`config.mk`:
```
export PLATFORM = sky130hd
export DESIGN_NAME = bimodal_bht
export DESIGN_NICKNAME = d
export VERILOG_FILES = /design/src/bp_pkg.sv /design/src/bimodal_bht.sv
export SDC_FILE = /design/constraint.sdc
export NUM_CORES = 2
export LEC_CHECK = 0
export ABC_AREA = 1
export BUFFER_PORTS_ARGS = -buffer_cell sky130_fd_sc_hd__buf_2
export CAP_MARGIN = 15
export CORE_MARGIN = 3
export CORE_UTILIZATION = 35
export CTS_BUF_LIST = sky130_fd_sc_hd__clkbuf_8 sky130_fd_sc_hd__clkbuf_16
export CTS_CLUSTER_SIZE = 40
export DETAILED_ROUTE_END_ITERATION = 6
export HOLD_SLACK_MARGIN = 0.1
export SLEW_MARGIN = 15
export SYNTH_ARGS = -nofsm -noshare
export SYNTH_HDL_FRONTEND = slang
export SYNTH_SLANG_ARGS = --single-unit
```
`constraint.sdc`:
```
create_clock -name clk -period 3.5 [get_ports clk]
set_input_delay 0.7 -clock clk [delete_from_list [all_inputs] [get_ports clk]]
set_output_delay 0.7 -clock clk [all_outputs]
set_load 0.005 [all_outputs]
```
`src/bp_pkg.sv`:
```
package bp_pkg;

    // ------------------------------------------------------------------------
    // Fetch geometry
    // ------------------------------------------------------------------------

    // Byte address width of the core
    localparam int CPU_ADDR_BITS = 32;

    // Sequential 32-bit instructions per fetch
    localparam int FETCH_WIDTH = 2;

    // First fetch address out of reset
    localparam logic [CPU_ADDR_BITS-1:0] RESET_PC = 32'h0000_1000;

    // Address step when no slot redirects
    localparam logic [CPU_ADDR_BITS-1:0] FETCH_BYTES = 32'd8;

    // ------------------------------------------------------------------------
    // Table sizes
    // ------------------------------------------------------------------------

    // Direct mapped, indexed by pc[7:2]
    localparam int BTB_ENTRIES = 64;

    // Tag taken from the bits just above the index
    localparam int BTB_TAG_WIDTH = 12;

    // 2-bit counters, indexed by pc[9:2]
    localparam int BHT_ENTRIES = 256;

    // ------------------------------------------------------------------------
    // Branch kinds held in the BTB
    // ------------------------------------------------------------------------

    // Only BT_COND consults the direction table;
    // the rest are always taken on a hit
    typedef enum logic [1:0] {
        BT_COND = 2'b00,
        BT_JUMP = 2'b01,
        BT_CALL = 2'b10,
        BT_RET  = 2'b11
    } branch_type_e;

endpackage

```
`src/bimodal_bht.sv`:
```
`timescale 1ns/1ps

module bimodal_bht (
    input  logic                          clk,
    input  logic                          rst,

    // Lookup, combinational
    input  logic [bp_pkg::CPU_ADDR_BITS-1:0] pc,
    output logic                          pred_taken_dir [bp_pkg::FETCH_WIDTH-1:0],

    // Training from the back end
    input  logic                          update_val     [bp_pkg::FETCH_WIDTH-1:0],
    input  logic [bp_pkg::CPU_ADDR_BITS-1:0] update_pc      [bp_pkg::FETCH_WIDTH-1:0],
    input  bp_pkg::branch_type_e          update_type    [bp_pkg::FETCH_WIDTH-1:0],
    input  logic                          update_taken   [bp_pkg::FETCH_WIDTH-1:0]
);

    import bp_pkg::*;

    typedef logic [$clog2(BHT_ENTRIES)-1:0] bht_idx_t;

    // Saturating counter states
    typedef enum logic [1:0] {
        CTR_STRONG_NT = 2'b00,
        CTR_WEAK_NT   = 2'b01,
        CTR_WEAK_T    = 2'b10,
        CTR_STRONG_T  = 2'b11
    } ctr_e;

    // Index is pc[9:2]
    function automatic bht_idx_t get_index(input logic [CPU_ADDR_BITS-1:0] addr);
        return addr[$bits(bht_idx_t)+1:2];
    endfunction

    ctr_e ctr [BHT_ENTRIES-1:0];

    // ------------------------------------------------------------------------
    // Read both slots
    // ------------------------------------------------------------------------
    bht_idx_t rd_idx [FETCH_WIDTH-1:0];

    always_comb begin
        for (int s = 0; s < FETCH_WIDTH; s++) begin
            rd_idx[s]         = get_index(pc + CPU_ADDR_BITS'(4 * s));
            pred_taken_dir[s] = (ctr[rd_idx[s]] >= CTR_WEAK_T);
        end
    end

    // ------------------------------------------------------------------------
    // Saturating update, conditional branches only
    // ------------------------------------------------------------------------
    logic     upd_en   [FETCH_WIDTH-1:0];
    bht_idx_t upd_idx  [FETCH_WIDTH-1:0];
    ctr_e     upd_next [FETCH_WIDTH-1:0];

    always_comb begin
        for (int s = 0; s < FETCH_WIDTH; s++) begin
            upd_en[s]   = update_val[s] && (update_type[s] == BT_COND);
            upd_idx[s]  = get_index(update_pc[s]);
            upd_next[s] = ctr[upd_idx[s]];
            if (update_taken[s] && (ctr[upd_idx[s]] != CTR_STRONG_T)) begin
                upd_next[s] = ctr_e'(ctr[upd_idx[s]] + 2'd1);
            end else if (!update_taken[s] && (ctr[upd_idx[s]] != CTR_STRONG_NT)) begin
                upd_next[s] = ctr_e'(ctr[upd_idx[s]] - 2'd1);
            end
        end
    end

    // Slot 1 is applied last and wins on a shared counter
    always_ff @(posedge clk) begin
        if (rst) begin
            for (int e = 0; e < BHT_ENTRIES; e++) begin
                ctr[e] <= CTR_WEAK_NT;
            end
        end else begin
            for (int s = 0; s < FETCH_WIDTH; s++) begin
                if (upd_en[s]) begin
                    ctr[upd_idx[s]] <= upd_next[s];
                end
            end
        end
    end

endmodule

```
=== After elaboration in Yosys (flattened, before gate mapping) ===
Memory sizes are Yosys's and may differ from the RTL's.
Cells that the tools add are included.
W data, S select, Z words.

* Memory bits (read-only): 0
* Register bits: 0
* Memory bits (writable): 512
* Memories kept: 1
* Latch bits: 0
* Input bits: 106

{| class="wikitable"
|+ Memory list
! memory !! depth !! bits a word !! rd ports !! clocked after Yosys merged registers in !! wr ports !! line !! RTL
|-
| ctr || 256 || 2 || 4 || 0 || 256 || bimodal_bht.sv:35 || <nowiki>ctr_e ctr [BHT_ENTRIES-1:0];</nowiki>
|}

* Multiply operators: 0
* Reductions and logical operators: 14
* Shift operators: 0
* Bitwise gates (word level): 0
* Divide/modulo/power cells: 0
* Add/subtract/negate cells: 5
* Mux-type cells: 18
* Eq/ne operators: 2
* Magnitude comparators: 2

{| class="wikitable"
|+ Operators by type and width
! kind !! count
|-
| $mux W8 || 2
|-
| $mux W2 || 6
|-
| $add A10 B3 Y10 const B || 1
|-
| $mux W1 || 10
|-
| $logic_and A1 B1 Y1 || 6
|-
| $add A2 B1 Y2 const B || 2
|-
| $ge A2 B2 Y1 const B || 2
|-
| $logic_not A2 Y1 || 2
|-
| $ne A2 B2 Y1 const B || 2
|-
| $reduce_bool A2 Y1 || 2
|-
| $reduce_or A2 Y1 || 2
|-
| $sub A2 B1 Y2 const B || 2
|-
| $logic_not A1 Y1 || 2
|}

=== Logic depth before layout (Yosys ltp) ===
* Word-level depth: 7
* Depth in mapped cells: 28

=== Worst setup path before layout ===
Ideal clock, no wire load.

* Path kind: in2reg
* Start point: input update_pc[35] (netlist name)
* End point: memory ctr[203][0] (netlist name) (data pin)
* Path buffers: 5
* Setup time: 0.249 ns
* Path slack: 0.064 ns
* Data arrival time: 3.186 ns
* Stages on the path: 26
* Cells stage by stage: buf_4 inv_4 nor2_4 buf_2 buf_2 a21oi_1 nand2_1 nand2_1 nand2_1 nor2_1 nor2_1 nor2_1 nand2_1 nand2_1 nand2_1 nor2_1 ha_1 nor2_1 nor2_1 inv_1 nand3_2 buf_2 clkbuf_1 nand3_1 nand2_1 inv_1

{| class="wikitable"
|+ RTL lines
! item !! line !! RTL
|-
| from (decl) || bimodal_bht.sv:13 || <nowiki>input logic [bp_pkg::CPU_ADDR_BITS-1:0] update_pc [bp_pkg::FETCH_WIDTH-1:0],</nowiki>
|-
| to (decl) || bimodal_bht.sv:35 ||
|}

==> impl_metrics.yaml <==
setup_path:
  worst-path-buf-inv: 6
  crit_required_ns: 2.80
  path_class: "primary input to output port"
  critPathMostFrequentCell: "nand3_1"
  critical_path.top_delay_family: "buffers and inverters"
  worstPathArrival_ns: 3.02
  cpMaxStageDelayCell: "o211ai_1"
  maximum_fanout_along_the_worst_path: 6
  critPathMaxStageDelay_ns: 0.38
  path_cells: "buf_6 -> ha_4 -> buf_12 -> inv_2 -> buf_12 -> a21oi_1 -> o21ai_0 -> nand3_1 -> nand3_1 -> o21ai_1 -> buf_4 -> o211ai_1 -> nand3_1 -> nand3_2 -> nand2_2 -> buf_6"
  setup.worst_path.end_class: "output port"
  critPathLaunchType: "primary input"
synthesis:
  sequential_to_total_area_share_from_yosys_stat: 0.334
  synth-warning-count: 0
  post-synth-top-area-cell: "edfxtp_1"
  synth.distinct_cells: 36
  post-synth-top-area-fraction: 0.334
  synthFlopType: "edfxtp_1"
  postSynthRegisterBits: 512
  synth-edff-count: 512
  async_reset_ff_frac: 0
  synth_fp_nets: 7665
  synth_area_um2: 46100
  synthesized_area_divided_by_synthesized_cell_count_um2: 6.10
  synthesized_instance_count: 7554
  yosys-top-cells-area: "edfxtp_1 33%, nand2_1 23%, nand3_1 9.9%"
final_layout:
  final.fill_count: 12942
  layout.cells.most_common_list: "2,700 x nand2_1, 842 x nor2_1, 785 x nand3_1, 559 x inv_1, 522 x o21ai_0"
  layout.nets: 8006
  flip_flop_count_of_the_largest_register_after_layout: 512
  registers.top_by_ff_count: "ctr"
  post_route_cells_drive_above_1_share: 0.170
  reg_top3: "ctr: 512 flops"
  flow.area_growth_from_synthesis_pct: 31.0
  layout.cells.most_common: "nand2_1"
run_status:
  violations: "DRC, setup timing"
  outcome: "finished, violations left"
place:
  placement.io_buffers: 35
  globalplace.congestion: 1.03
  pre_cts_ws_ns: -1.32
  half_perimeter_wire_length_of_the_detailed_placement_result_um: 162000
route:
  wl_per_instance_um: 26.5
  drt_first_pass_iters: 7
  postRouteAntennaNets: 0
  dr_total_vias: 58358
  postRouteWirelength_um: 257000
  initialDrtViolationCount: 10411
  route.detailed.vias_per_inst: 6.01
  drt_drc_violations_left: 16
power_and_ir_drop:
  power.static_leakage_nw: 26.6
  power_per_cell_area_nw_per_um2: 370
  finalPower_mw: 22.3
  worst_ir_drop_vdd_v: 0.000399
clock_tree:
  cts-hold-fix-buffers: 0
  tritoncts: "done"
  clockBufferDepth: 3
  clkTransAtPathRegs_ns: 0.06
  clock_sink_count: 512
  htree_num_levels: 2
  cts_buffers: 61
  clock-root-buffer: "clkbuf_16"
  insertion_delay_ns: 0.73
floorplanning:
  num_io_pins: 108
  start_util: 0.354
  core.rowCount: 132
  fp.coreArea_um2: 130000
  die_area_um2: 136000
  die_width_um: 369
  fp.dieH_um: 369
grt:
  first_pass_grt_wire_length_um: 344000
  grt_max_degree: 122
  grt_pass1_vias: 51046
  grt.overflow.total: 0
  track_usage: 0.340
  antenna_found_initial: 18
sta:
  finalSetupViolCount: 417
  final.min_clock_period_ns: 3.72
  postLayoutSetupSlackWorst_ns: -0.216
  worst_slew_pin_slew_ns: 1.06
  final_max_slew_viol_count: 0
  final.setup.tns_ns: -16.38
  timing.clock.skew_ns: 0.0397
  final_cycle_share: 1.06
  rsz0062_at_grt: "yes"
  slew_headroom: 0.292
  fmaxAchievable_mhz: 269
  hold_violations: 0
flow_run:
  max_cap_violations: 0
min_path:
  hold_path.class: "primary input to register"
through the flow:
stage / area (µm²) / instances / hold slack [ns] / util
final: 60300 / 9706 / 0.539 / 0.464
after global routing: 60300 / 9688 / 0.547 / 0.463
after CTS: 56400 / 9581 / 0.527 / 0.433
after detailed placement: 53300 / 9423 / 1.27 / 0.410
after global placement: 53300 / 9423 / 1.27 / 0.410
after floorplan: 46100 / 7554 / 1.11 / -
cells by family after synthesis:
kind of cell	count (synthesis)	share of synthesized area
compound gates	1096	0.134
xor+xnor	4	0.000761
fa+ha+maj	5	0.00136
buf+inv	1209	0.113
flops	512	0.334
simple gates	4728	0.417
report_power, final:
| part | internal (mW) | switching (mW) | total, mW |
|---|---|---|---|
| combinational | 3.28 | 5.24 | 8.52 |
| sequential | 6.91 | 0.160 | 7.07 |
| clock | 3.75 | 3.00 | 6.76 |
| total | 13.9 | 8.40 | 22.3 |
final cells by class:
type	count	area, µm²	share of cell area
multi-input cells	5835	27100	0.449
flip-flops and latches	512	15400	0.255
repair buffers	879	11300	0.187
inverters	606	2340	0.0388
well taps	1742	2180	0.0361
clock buffers	61	1530	0.0253
clock inverters	53	485	0.00804
diodes	18	45.0	0.000746
final timing paths:
kind,depth (start not counted),start,slack [ns],to
worst max-delay path,16,pc[2],-0.22,pred_taken_dir[1]
worst min-delay path,3,rst,0.54,ctr[86][0]
worst max register to register,25,ctr[230][1],-0.05,ctr[71][0]
worst min register to register,15,ctr[170][0],1.78,ctr[102][0]
what timing repair did:
item	CTS	global route
setup buffers	39	37
gates resized for setup	119	474
gates cloned	6	80
pin swaps	29	262
endpoints found under the setup margin	514	514
synth_stat cells (3+ instances only):
cell,instances
o211ai_1,238
buf_1,63
nor2_1,888
o22ai_1,10
o21bai_1,7
o21ai_0,549
inv_2,7
a31o_2,10
nand2_2,5
buf_2,163
a21oi_1,241
nor3_1,7
a211oi_1,3
buf_6,44
edfxtp_1,512
clkinv_1,29
buf_4,34
xor2_1,4
nand3_1,912
nand2_1,2825
clkbuf_1,299
o21ai_1,33
nor2_2,5
nand3b_1,43
inv_1,569
nand4_1,38
ha_1,5
metal layers:
layer  wire length [µm]  GRT usage
met3              40300     0.0795
met2             104000      0.496
met1              90400      0.443
met5                120          0
met4              21700      0.233
tightest hold or removal path: cells and delay by family:
| family | cells | cell delay, ns |
|---|---|---|
| compound gates | 1 | 0.15 |
| buf+inv | 2 | 0.24 |
Power figures use the tool's default switching activity.
