--- src/bp_pkg.sv ---
package bp_pkg;

    // ------------------------------------------------------------------------
    // Fetch geometry
    // ------------------------------------------------------------------------

    // Byte address width of the core
    localparam int CPU_ADDR_BITS = 32;

    // Sequential 32-bit instructions per fetch
    localparam int FETCH_WIDTH = 2;

    // First fetch address out of reset
    localparam logic [CPU_ADDR_BITS-1:0] RESET_PC = 32'h0000_1000;

    // Address step when no slot redirects
    localparam logic [CPU_ADDR_BITS-1:0] FETCH_BYTES = 32'd8;

    // ------------------------------------------------------------------------
    // Table sizes
    // ------------------------------------------------------------------------

    // Direct mapped, indexed by pc[7:2]
    localparam int BTB_ENTRIES = 64;

    // Tag taken from the bits just above the index
    localparam int BTB_TAG_WIDTH = 12;

    // 2-bit counters, indexed by pc[9:2]
    localparam int BHT_ENTRIES = 256;

    // ------------------------------------------------------------------------
    // Branch kinds held in the BTB
    // ------------------------------------------------------------------------

    // Only BT_COND consults the direction table;
    // the rest are always taken on a hit
    typedef enum logic [1:0] {
        BT_COND = 2'b00,
        BT_JUMP = 2'b01,
        BT_CALL = 2'b10,
        BT_RET  = 2'b11
    } branch_type_e;

endpackage

--- src/next_pc_select.sv ---
`timescale 1ns/1ps

module next_pc_select (
    input  logic [bp_pkg::CPU_ADDR_BITS-1:0] fetch_pc,

    // Per-slot lookup results
    input  logic                          pred_hit       [bp_pkg::FETCH_WIDTH-1:0],
    input  logic [bp_pkg::CPU_ADDR_BITS-1:0] pred_targs     [bp_pkg::FETCH_WIDTH-1:0],
    input  bp_pkg::branch_type_e          pred_types     [bp_pkg::FETCH_WIDTH-1:0],
    input  logic                          pred_taken_dir [bp_pkg::FETCH_WIDTH-1:0],

    // Decision
    output logic [bp_pkg::CPU_ADDR_BITS-1:0] next_pc,
    output logic [bp_pkg::FETCH_WIDTH-1:0]   fetch_mask,
    output logic                          pred_taken
);

    import bp_pkg::*;

    // ------------------------------------------------------------------------
    // Per-slot redirect decision
    // ------------------------------------------------------------------------
    logic [FETCH_WIDTH-1:0] slot_redir;

    // Unconditional kinds always redirect on a hit
    always_comb begin
        for (int s = 0; s < FETCH_WIDTH; s++) begin
            slot_redir[s] = pred_hit[s] &&
                            ((pred_types[s] != BT_COND) || pred_taken_dir[s]);
        end
    end

    // ------------------------------------------------------------------------
    // Oldest redirecting slot picks the address and ends the fetch group
    // ------------------------------------------------------------------------
    logic older_redir;

    always_comb begin
        older_redir = 1'b0;
        for (int s = 0; s < FETCH_WIDTH; s++) begin
            fetch_mask[s] = !older_redir;
            older_redir   = older_redir || slot_redir[s];
        end
    end

    // Walk from the youngest so the oldest assignment stands
    always_comb begin
        next_pc = fetch_pc + FETCH_BYTES;
        for (int s = FETCH_WIDTH - 1; s >= 0; s--) begin
            if (slot_redir[s]) begin
                next_pc = pred_targs[s];
            end
        end
    end

    assign pred_taken = |slot_redir;

endmodule

--- config.mk ---
export PLATFORM = sky130hd
export DESIGN_NAME = next_pc_select
export DESIGN_NICKNAME = d
export VERILOG_FILES = /design/src/bp_pkg.sv /design/src/next_pc_select.sv
export SDC_FILE = /design/constraint.sdc
export NUM_CORES = 1
export LEC_CHECK = 0
export BUFFER_PORTS_ARGS = -buffer_cell sky130_fd_sc_hd__buf_2
export CAP_MARGIN = 10
export CORE_UTILIZATION = 36
export DETAILED_ROUTE_END_ITERATION = 12
export GPL_TIMING_DRIVEN = 0
export PLACE_DENSITY = 0.89
export SLEW_MARGIN = 25
export SYNTH_ARGS = -nofsm -noshare
export SYNTH_HDL_FRONTEND = slang
export SYNTH_SLANG_ARGS = --single-unit
--- constraint.sdc ---
create_clock -name vclk -period 2.1
set_clock_uncertainty 0.2 [all_clocks]
set_input_delay 0.105 -clock vclk [all_inputs]
set_output_delay 0.105 -clock vclk [all_outputs]
set_load 0.005 [all_outputs]
---- Word level (Yosys, flattened, before mapping) ----
Cells that the tools add are included.
word-level totals
  register bits ........................... 0
  latch bits .............................. 0
  bits in writable memories ............... 0
  memory bits (read-only) ................. 0
  input port bits ......................... 104
  logic and storage cells ................. 11
  memories kept ........................... 0
cells by class
  $add $sub $neg .......................... 1
  multiply operators ...................... 0
  div/mod/pow operators ................... 0
  $lt $le $gt $ge ......................... 0
  eq/ne operators ......................... 0
  shifts and indexed selects .............. 0
  muxes and demuxes ....................... 2
  bitwise operators ....................... 0
  reductions and logical operators ........ 8
operators with widths
  operator               number
  $mux 32                2
  $add 32x4->32 const B  1
  $reduce_bool 2->1      2
  $logic_and 1x1->1      2
  $logic_or 1x1->1       2
  $reduce_or 2->1        1
  $logic_not 1->1        1

---- Depth between registers and ports, before layout ----
Gate-level depths: netlist of the first run.
  depth after elaboration ................. 5
  depth in mapped cells ................... 7
  depth with buffers taken out ............ 6

---- Least setup slack after synthesis of the first run ----
No wires, ideal clock.
  kind .................................... input to output
  from .................................... input port pred_types[3] (netlist bit)
  to ...................................... output port next_pc[25] (netlist bit)
  arrival ................................. 1523 ps
  data required time ...................... 1795 ps
  slack ................................... 272 ps
  stages .................................. 7
  path through ............................ o31a_1 -> buf_2 -> nor2_2 -> inv_1 -> or4_1 -> nand2_1 -> a221o_1
on the way
  cells in the longest elaborated chain, start to end .. 5
ends and longest elaborated chain
  item                  line                  RTL
  start: declaration    next_pc_select.sv:9   input bp_pkg::branch_type_e pred_types [bp_pkg::FETCH_WIDTH-1:0],
  $reduce_bool 2->1     next_pc_select.sv:29  ((pred_types[s] != BT_COND) || pred_taken_dir[s]);
  $logic_or 1x1->1      next_pc_select.sv:29
  $logic_and 1x1->1     next_pc_select.sv:28  slot_redir[s] = pred_hit[s] &&
  $mux 32 (2 in a row)  next_pc_select.sv:50  if (slot_redir[s]) begin
  end: declaration      next_pc_select.sv:13  output logic [bp_pkg::CPU_ADDR_BITS-1:0] next_pc,
No other way between the ends.

---- Worst setup path in the final report of the first run ----
  from .................................... input port fetch_pc[8] (netlist bit)
  to ...................................... output port next_pc[25] (netlist bit)
on the way
  cells in the longest elaborated chain, start to end .. 3
ends and longest elaborated chain
  item                  line                  RTL
  start: declaration    next_pc_select.sv:4   input logic [bp_pkg::CPU_ADDR_BITS-1:0] fetch_pc,
  $add 32x4->32         next_pc_select.sv:48  next_pc = fetch_pc + FETCH_BYTES;
  $mux 32 (2 in a row)  next_pc_select.sv:50
No other way between the ends.

==> results.tsv, run 1 <==
metric	value	unit
status	finished clean	
Detail Placement HPWL	3920	um
DR DRC count	0	
post-synthesis sequential area ratio	0	%
unrepaired setup endpoints after global routing	false	
startpoint types	input pin	
Layout Utilization	65.6	%
HP Class	input pin to primary output	
CP max stage delay	550	ps
count leader, synth	nand2_1	
Net Sw Power	0.195	mW
Distinct cells, synth	36	
MaxCap Viol Count	0	
Syn Area/Cell	6.14	um^2
crit end category	primary output	
Crit-path slowest cell	or4_4	
Die Width	60.3	um
Slew @ Worst Pin	631	ps
initial antenna violation count	0	
syn_nets	304	
Synth top area share	10.2	%
Post-DP Area	0.00197	mm^2
Final Max Slew Viols	0	
worst IR drop on VDD	0.000113	V
final setup TNS	0	ps
Fmax	0.492	GHz
PnR worst setup slack	67.1	ps
Starting Density	39.1	%
Req. time, crit path	1790	ps
Commonest cells post-synth	nand2_1 (31), o21ai_0 (25), nor2_1 (19), xnor2_1 (14), a21oi_1 (11)	
die extent in y	60.3	um
remaining antenna violation count	0	
Fin. Hold Viols	0	
# nets final	450	
Antenna diodes	0	
Fillers	283	
WP data arrival	1730	ps
Placement Setup Slack	-149	ps
largest net degree at the start of global routing	11	
synthesized area	0.00122	mm^2
share of layout cells above drive strength 1	48.1	%
drt first-iter violations	107	
final WL	4660	um
crit-path cells	buf_2 > nand4_4 > or4_4 > or4_1 > nand2_1 > a221o_1 > buf_2	
Crit path top cell by count	buf_2	
first-pass GRT wire length	6780	um
Placer Congestion	0.862	
Min Clock Period, post-route	2030	ps
combinational share of power	100.0	%
drt pass-1 iters	4	
period utilisation layout	96.8	%
final setup violation count	0	
vias per cell	5.07	
Lkg Pwr	0.990	nW
Total GRT Usage	23.7	%
Sw Ratio	49.1	%
Internal	0.202	mW
Synthesis Warnings	0	
top area cells in the synthesized netlist	o21ai_0 (10%), xnor2_1 (10%), nand2_1 (9.5%)	
Clock Buffer Count	0	
GRT Residual Overflow	0	
die area	0.00363	mm^2
largest area contributor in the netlist	o21ai_0	
Crit Path Category	input pin to primary output	
crit-path max FO	6	
Slew HR	57.6	%
number of global-route vias before repair	1611	
part of the power in registers	0	%
via count	1962	
area of the multi-input gates	0.00114	mm^2
power share of the clock group	0	%
row count	20	
Port Buffers	138	
Seq cells	0	
fin area	0.00205	mm^2
Hold WS	277	ps
DR WL/cell	12.0	um
Area Overhead vs Synth	68.0	%
IO Pins	139	
Mapped Cells	199	
Core ar.	0.00313	mm^2
area taken by flip-flops and latches	0	um^2
PD cells	194	mW/mm^2
placed cells by master (no fill, tap or decap), drive strengths merged, types with 2 or more instances in the layout:
cell type | synthesis | routed
inv | 6 | 6
nor4 | 3 | 3
nor3 | 7 | 7
clkbuf | 4 | 5
o31a | 2 | 2
a22oi | 10 | 10
and3 | 2 | 2
nand2 | 31 | 31
o21ai | 28 | 28
nand3 | 6 | 6
and4 | 3 | 3
xnor2 | 14 | 14
a21oi | 11 | 11
nand4 | 11 | 11
o22ai | 6 | 6
buf | 8 | 151
nand4b | 2 | 2
xor2 | 10 | 10
or4 | 3 | 3
nor2 | 20 | 20
a31oi | 5 | 5
layer usage:
metal  wire, um  track usage (%)
met1       2030             29.0
met3        253             1.73
met2       2360             44.7
met4         13             3.99
met5          0                0
critical path: cells and delay by family:
kind	cells	cell delay, ps
buf+inv	2	250
compound gates	1	110
simple gates	4	1260
power groups by stage:
stage                     sequential (mW)  clock [mW]  combinational (mW)
after global routing                    0           0               0.441
final                                   0           0               0.397
after global placement                  0           0               0.375
after floorplan                         0           0               0.172
after CTS                               0           0               0.389
after detailed placement                0           0               0.382
worst paths after layout:
check / startpoint / end / slack (ps) / cells past startpoint
max: fetch_pc[8] / next_pc[25] / 70 / 7
min: pred_targs[5] / next_pc[5] / 280 / 4
through the flow:
stage | power (mW) | instances
final | 0.397 | 387
after global placement | 0.375 | 381
after CTS | 0.389 | 382
after detailed placement | 0.382 | 381
after floorplan | 0.172 | 199
after global routing | 0.441 | 387
kinds of logic after synthesis:
family                   after synthesis  share of synthesized area [%]
AND/OR/NAND/NOR                       90                           41.6
other                                  1                          0.307
AO/OA/AOI/OAI                         65                           31.2
adder cells (fa/ha/maj)                1                           1.02
XOR/XNOR                              24                           17.2
buffers and inverters                 18                           8.70
cell type report:
type	instances	share of cell area (%)
tap	44	2.68
timing repair buffer	144	36.3
buffer	12	4.14
inverter	6	1.10
multi-input combinational	181	55.8
repair_timing:
item | 4_1_cts | 5_1_grt
buffers inserted | 1 | 5
resized for setup | 5 | 8
hold buffers | 0 | 0
endpoints found under the setup margin | 5 | 6
pin swaps | 3 | 11
Note: power is estimated with default switching activity, not from simulation.
==> inputs of run 2 (changes only) <==
--- a/config.mk
+++ b/config.mk
@@ -5,12 +5,13 @@
 export SDC_FILE = /design/constraint.sdc
 export NUM_CORES = 1
 export LEC_CHECK = 0
+export ABC_CLOCK_PERIOD_IN_PS = 2100
 export BUFFER_PORTS_ARGS = -buffer_cell sky130_fd_sc_hd__buf_2
 export CAP_MARGIN = 10
 export CORE_UTILIZATION = 36
 export DETAILED_ROUTE_END_ITERATION = 12
 export GPL_TIMING_DRIVEN = 0
-export PLACE_DENSITY = 0.89
+export PLACE_DENSITY = 0.85
 export SLEW_MARGIN = 25
 export SYNTH_ARGS = -nofsm -noshare
 export SYNTH_HDL_FRONTEND = slang
==> run 2 against run 1 <==
  * Critical path depth unchanged
  * Final area up 0.67%
  * Final cell count is the same
  * Count of clock-buffer cells in the layout did not move
  * Sequential share of layout area stayed put
  * First-iteration DRC count down 30%
  * Maximum frequency fell by 0.50%
  * Via count grew 1.6%
  * Combinational power increased by 1%
  * Global-route usage rose by 1.7 points
  * Largest cell class unchanged
==> results.tsv, run 2 (same netlist as run 1, synthesis figures left out) <==
metric	value	unit
remaining antenna violation count	0	
Seq cells	0	
Starting Density	39.1	%
Post-Place Cells	381	
period utilisation layout	97.3	%
Hold WS	279	ps
final WL	4710	um
Slew @ Worst Pin	597	ps
metal2 WL	2340	um
drt first-iter violations	75	
Req. time, crit path	1790	ps
worst IR drop on VDD	0.0000968	V
Power, Total	0.401	mW
Metal-1 WL	1990	um
Die Width	60.3	um
Detail Placement HPWL	3960	um
most common cell after layout, fill and taps aside	buf_2	
drt pass-1 iters	4	
Lkg Pwr	0.995	nW
Min Clock Period, post-route	2040	ps
Slew HR	59.9	%
die area	0.00363	mm^2
crit end category	primary output	
Fin. Hold Viols	0	
Crit Path Category	input pin to primary output	
Area Overhead vs Synth	69.1	%
Antenna diodes	0	
WP data arrival	1740	ps
GRT Residual Overflow	0	
Clock Buffer Count	0	
Placement Setup Slack	-157	ps
Hold Path Sink	next_pc[24]	
Core ar.	0.00313	mm^2
vias per cell	5.15	
Fmax	0.489	GHz
Final Max Slew Viols	0	
Min-Delay Startpoint	pred_targs[24]	
largest net degree at the start of global routing	11	
via count	1994	
DR top layer	met4	
metal3 WL	331	um
PD cells	194	mW/mm^2
Total GRT Usage	25.4	%
# nets final	450	
MaxCap Viol Count	0	
fin area	0.00207	mm^2
Post-DP Area	0.00197	mm^2
DR DRC count	0	
Placer Congestion	0.847	
initial antenna violation count	0	
PnR worst setup slack	56.9	ps
DR WL/cell	12.2	um
final setup TNS	0	ps
die extent in y	60.3	um
share of layout cells above drive strength 1	48.7	%
Port Buffers	138	
final setup violation count	0	
HP Class	input pin to primary output	
number of global-route vias before repair	1674	
crit-path max FO	6	
row count	20	
IO Pins	139	
Hold Path Stages	4	
status	finished clean	
area taken by flip-flops and latches	0	um^2
most frequent cells in the layout	buf_2 (134), nand2_1 (30), o21ai_0 (25), nor2_1 (18), xnor2_1 (14)	
startpoint types	input pin	
Non-Filler Instances	387	
Layout Utilization	66.1	%
first-pass GRT wire length	7380	um
-- run 2: cell counts in the layout (fill, tap and decap cells not counted) --
Identical to the previous run, type by type.
-- run 2: worst max-delay path by stage --
stage	from	to	slack, ps	cells after the start
floorplan	pred_types[3]	next_pc[25]	270	7
global placement	pred_types[3]	next_pc[25]	-150	9
detailed placement	pred_types[3]	next_pc[25]	-160	9
CTS	pred_types[3]	next_pc[25]	0.03	9
global route	fetch_pc[20]	next_pc[25]	-7	7
finish	fetch_pc[20]	next_pc[25]	60	7
-- run 2: routing by layer --
metal	up-vias	track usage (%)
met5	-	0
met4	0	4.32
met3	6	1.95
met2	88	45.5
met1	878	32.9
li1	1022	-
-- run 2: worst max-delay path, cell delays in order --
cell,delay (ps)
buf_2,140
nand4_4,180
or4_4,520
or4_4,490
nand2_2,80
a221o_1,110
buf_2,110
-- run 2: layout make-up --
class                           count  area [um^2]
Buffer                             12         87.6
Fill cell                         311         1060
Inverter                            6         22.5
Multi-Input combinational cell    181         1160
Tap cell                           44         55.1
Timing Repair Buffer              144          746
-- run 2: power breakdown --
part	leakage, nW	switching [mW]	total (mW)	internal (mW)
clock	0	0	0	0
sequential	0	0	0	0
combinational	0.995	0.197	0.401	0.204
-- run 2: what timing repair did --
| item | CTS | global route |
|---|---|---|
| resized for setup | 4 | 12 |
| setup endpoints to repair | 9 | 11 |
| hold buffers | 0 | 0 |
| pin swaps | 3 | 9 |
| setup buffers | 1 | 5 |
==> inputs of run 3 (changes only) <==
--- a/config.mk
+++ b/config.mk
@@ -10,7 +10,6 @@
 export CAP_MARGIN = 10
 export CORE_UTILIZATION = 36
 export DETAILED_ROUTE_END_ITERATION = 12
-export GPL_TIMING_DRIVEN = 0
 export PLACE_DENSITY = 0.85
 export SLEW_MARGIN = 25
 export SYNTH_ARGS = -nofsm -noshare
==> constraint.sdc (replaced) <==
create_clock -name vclk -period 2.1
set_clock_uncertainty 0.2 [all_clocks]
set_input_delay 0.105 -clock vclk [all_inputs]
set_output_delay 0.105 -clock vclk [all_outputs]
set_load 0.02 [all_outputs]
==> run 3 against run 2 <==
  * Critical path depth did not move
  * Final area down 0.85%
  * Utilization is 0.56 points lower
  * Critical endpoint unchanged
==> results.tsv, run 3 (same netlist as run 1, synthesis figures left out) <==
metric	value	unit
DR WL/cell	12.3	um
metal2 WL	2480	um
Antenna diodes	0	
die extent in y	60.3	um
Non-Filler Instances	389	
worst IR drop on VDD	0.000139	V
share of layout cells above drive strength 1	48.4	%
Min Clock Period, post-route	2060	ps
Core ar.	0.00313	mm^2
DR top layer	met4	
vias per cell	5.14	
Metal-1 WL	1950	um
WP data arrival	1750	ps
drt first-iter violations	157	
Lkg Pwr	1.01	nW
Starting Density	39.1	%
status	finished clean	
Fin. Hold Viols	0	
most frequent cells in the layout	buf_2 (135), nand2_1 (31), o21ai_0 (25), buf_4 (22), nor2_1 (19)	
Post-CTS Hold Buffers	0	
largest net degree at the start of global routing	20	
Placer Congestion	0.855	
drt pass-1 iters	4	
GRT Residual Overflow	0	
initial antenna violation count	0	
Fmax	0.486	GHz
IO Pins	139	
Power, Total	0.481	mW
Final Max Slew Viols	0	
HP Class	input pin to primary output	
number of global-route vias before repair	1690	
final WL	4780	um
first-pass GRT wire length	7240	um
metal3 WL	307	um
Port Buffers	138	
final setup violation count	0	
Req. time, crit path	1790	ps
Fillers	310	
PD cells	235	mW/mm^2
remaining antenna violation count	0	
row count	20	
crit end category	primary output	
crit-path max FO	6	
area taken by flip-flops and latches	0	um^2
Area Overhead vs Synth	67.7	%
DR DRC count	0	
Crit Path Category	input pin to primary output	
via count	2000	
most common cell after layout, fill and taps aside	buf_2	
# nets final	452	
Seq cells	0	
Hold WS	328	ps
period utilisation layout	97.9	%
Die Width	60.3	um
die area	0.00363	mm^2
MaxCap Viol Count	0	
startpoint types	input pin	
unrepaired setup endpoints after global routing	true	
Clock Buffer Count	0	
Post-Place Cells	387	
Total GRT Usage	25.2	%
Detail Placement HPWL	4040	um
==> run 3: worst max-delay path, cell delays in order <==
cell and delay [ps]:
buf_2 140, nand4_4 140, or4_4 560, or4_1 470
nand2_1 90, a221o_1 130, buf_6 120
==> run 3: stage by stage <==
stage | TNS [ps] | utilization, % | instance area (um^2) | worst slack [ps]
floorplan | 0 | - | 1220 | 64.0
global placement | 0 | 64.6 | 2020 | 37.4
detailed placement | 0 | 64.6 | 2020 | 15.6
CTS | 0 | 64.6 | 2020 | 12.0
global route | -2.17 | 65.5 | 2050 | -2.17
finish | 0 | 65.5 | 2050 | 44.3
==> run 3: where the power goes <==
group          switching (mW)  internal (mW)
clock network               0              0
registers                   0              0
logic                   0.273          0.208
total                   0.273          0.208
==> run 3: cell type report <==
cell class | instances | area (um^2) | area share [%]
tap | 44 | 55.1 | 2.69
inverter | 6 | 22.5 | 1.10
multi-input combinational | 181 | 1120 | 54.6
timing repair buffer | 158 | 852 | 41.6
==> run 3: metal layers <==
layer  up-vias  track usage, %
met5         -               0
li1       1028               -
met4         0            4.65
met2        93            46.9
met1       873            30.9
met3         6            2.38
==> run 3: repair_timing <==
item,CTS,global route
gates resized for setup,0,5
hold endpoints to repair,0,0
endpoints found under the setup margin,0,7
buffers inserted,0,2
==> run 3: worst paths after layout <==
kind / cells past startpoint / slack (ps) / endpoint / start
max: 7 / 40 / next_pc[25] / fetch_pc[10]
min: 4 / 330 / next_pc[8] / pred_targs[8]
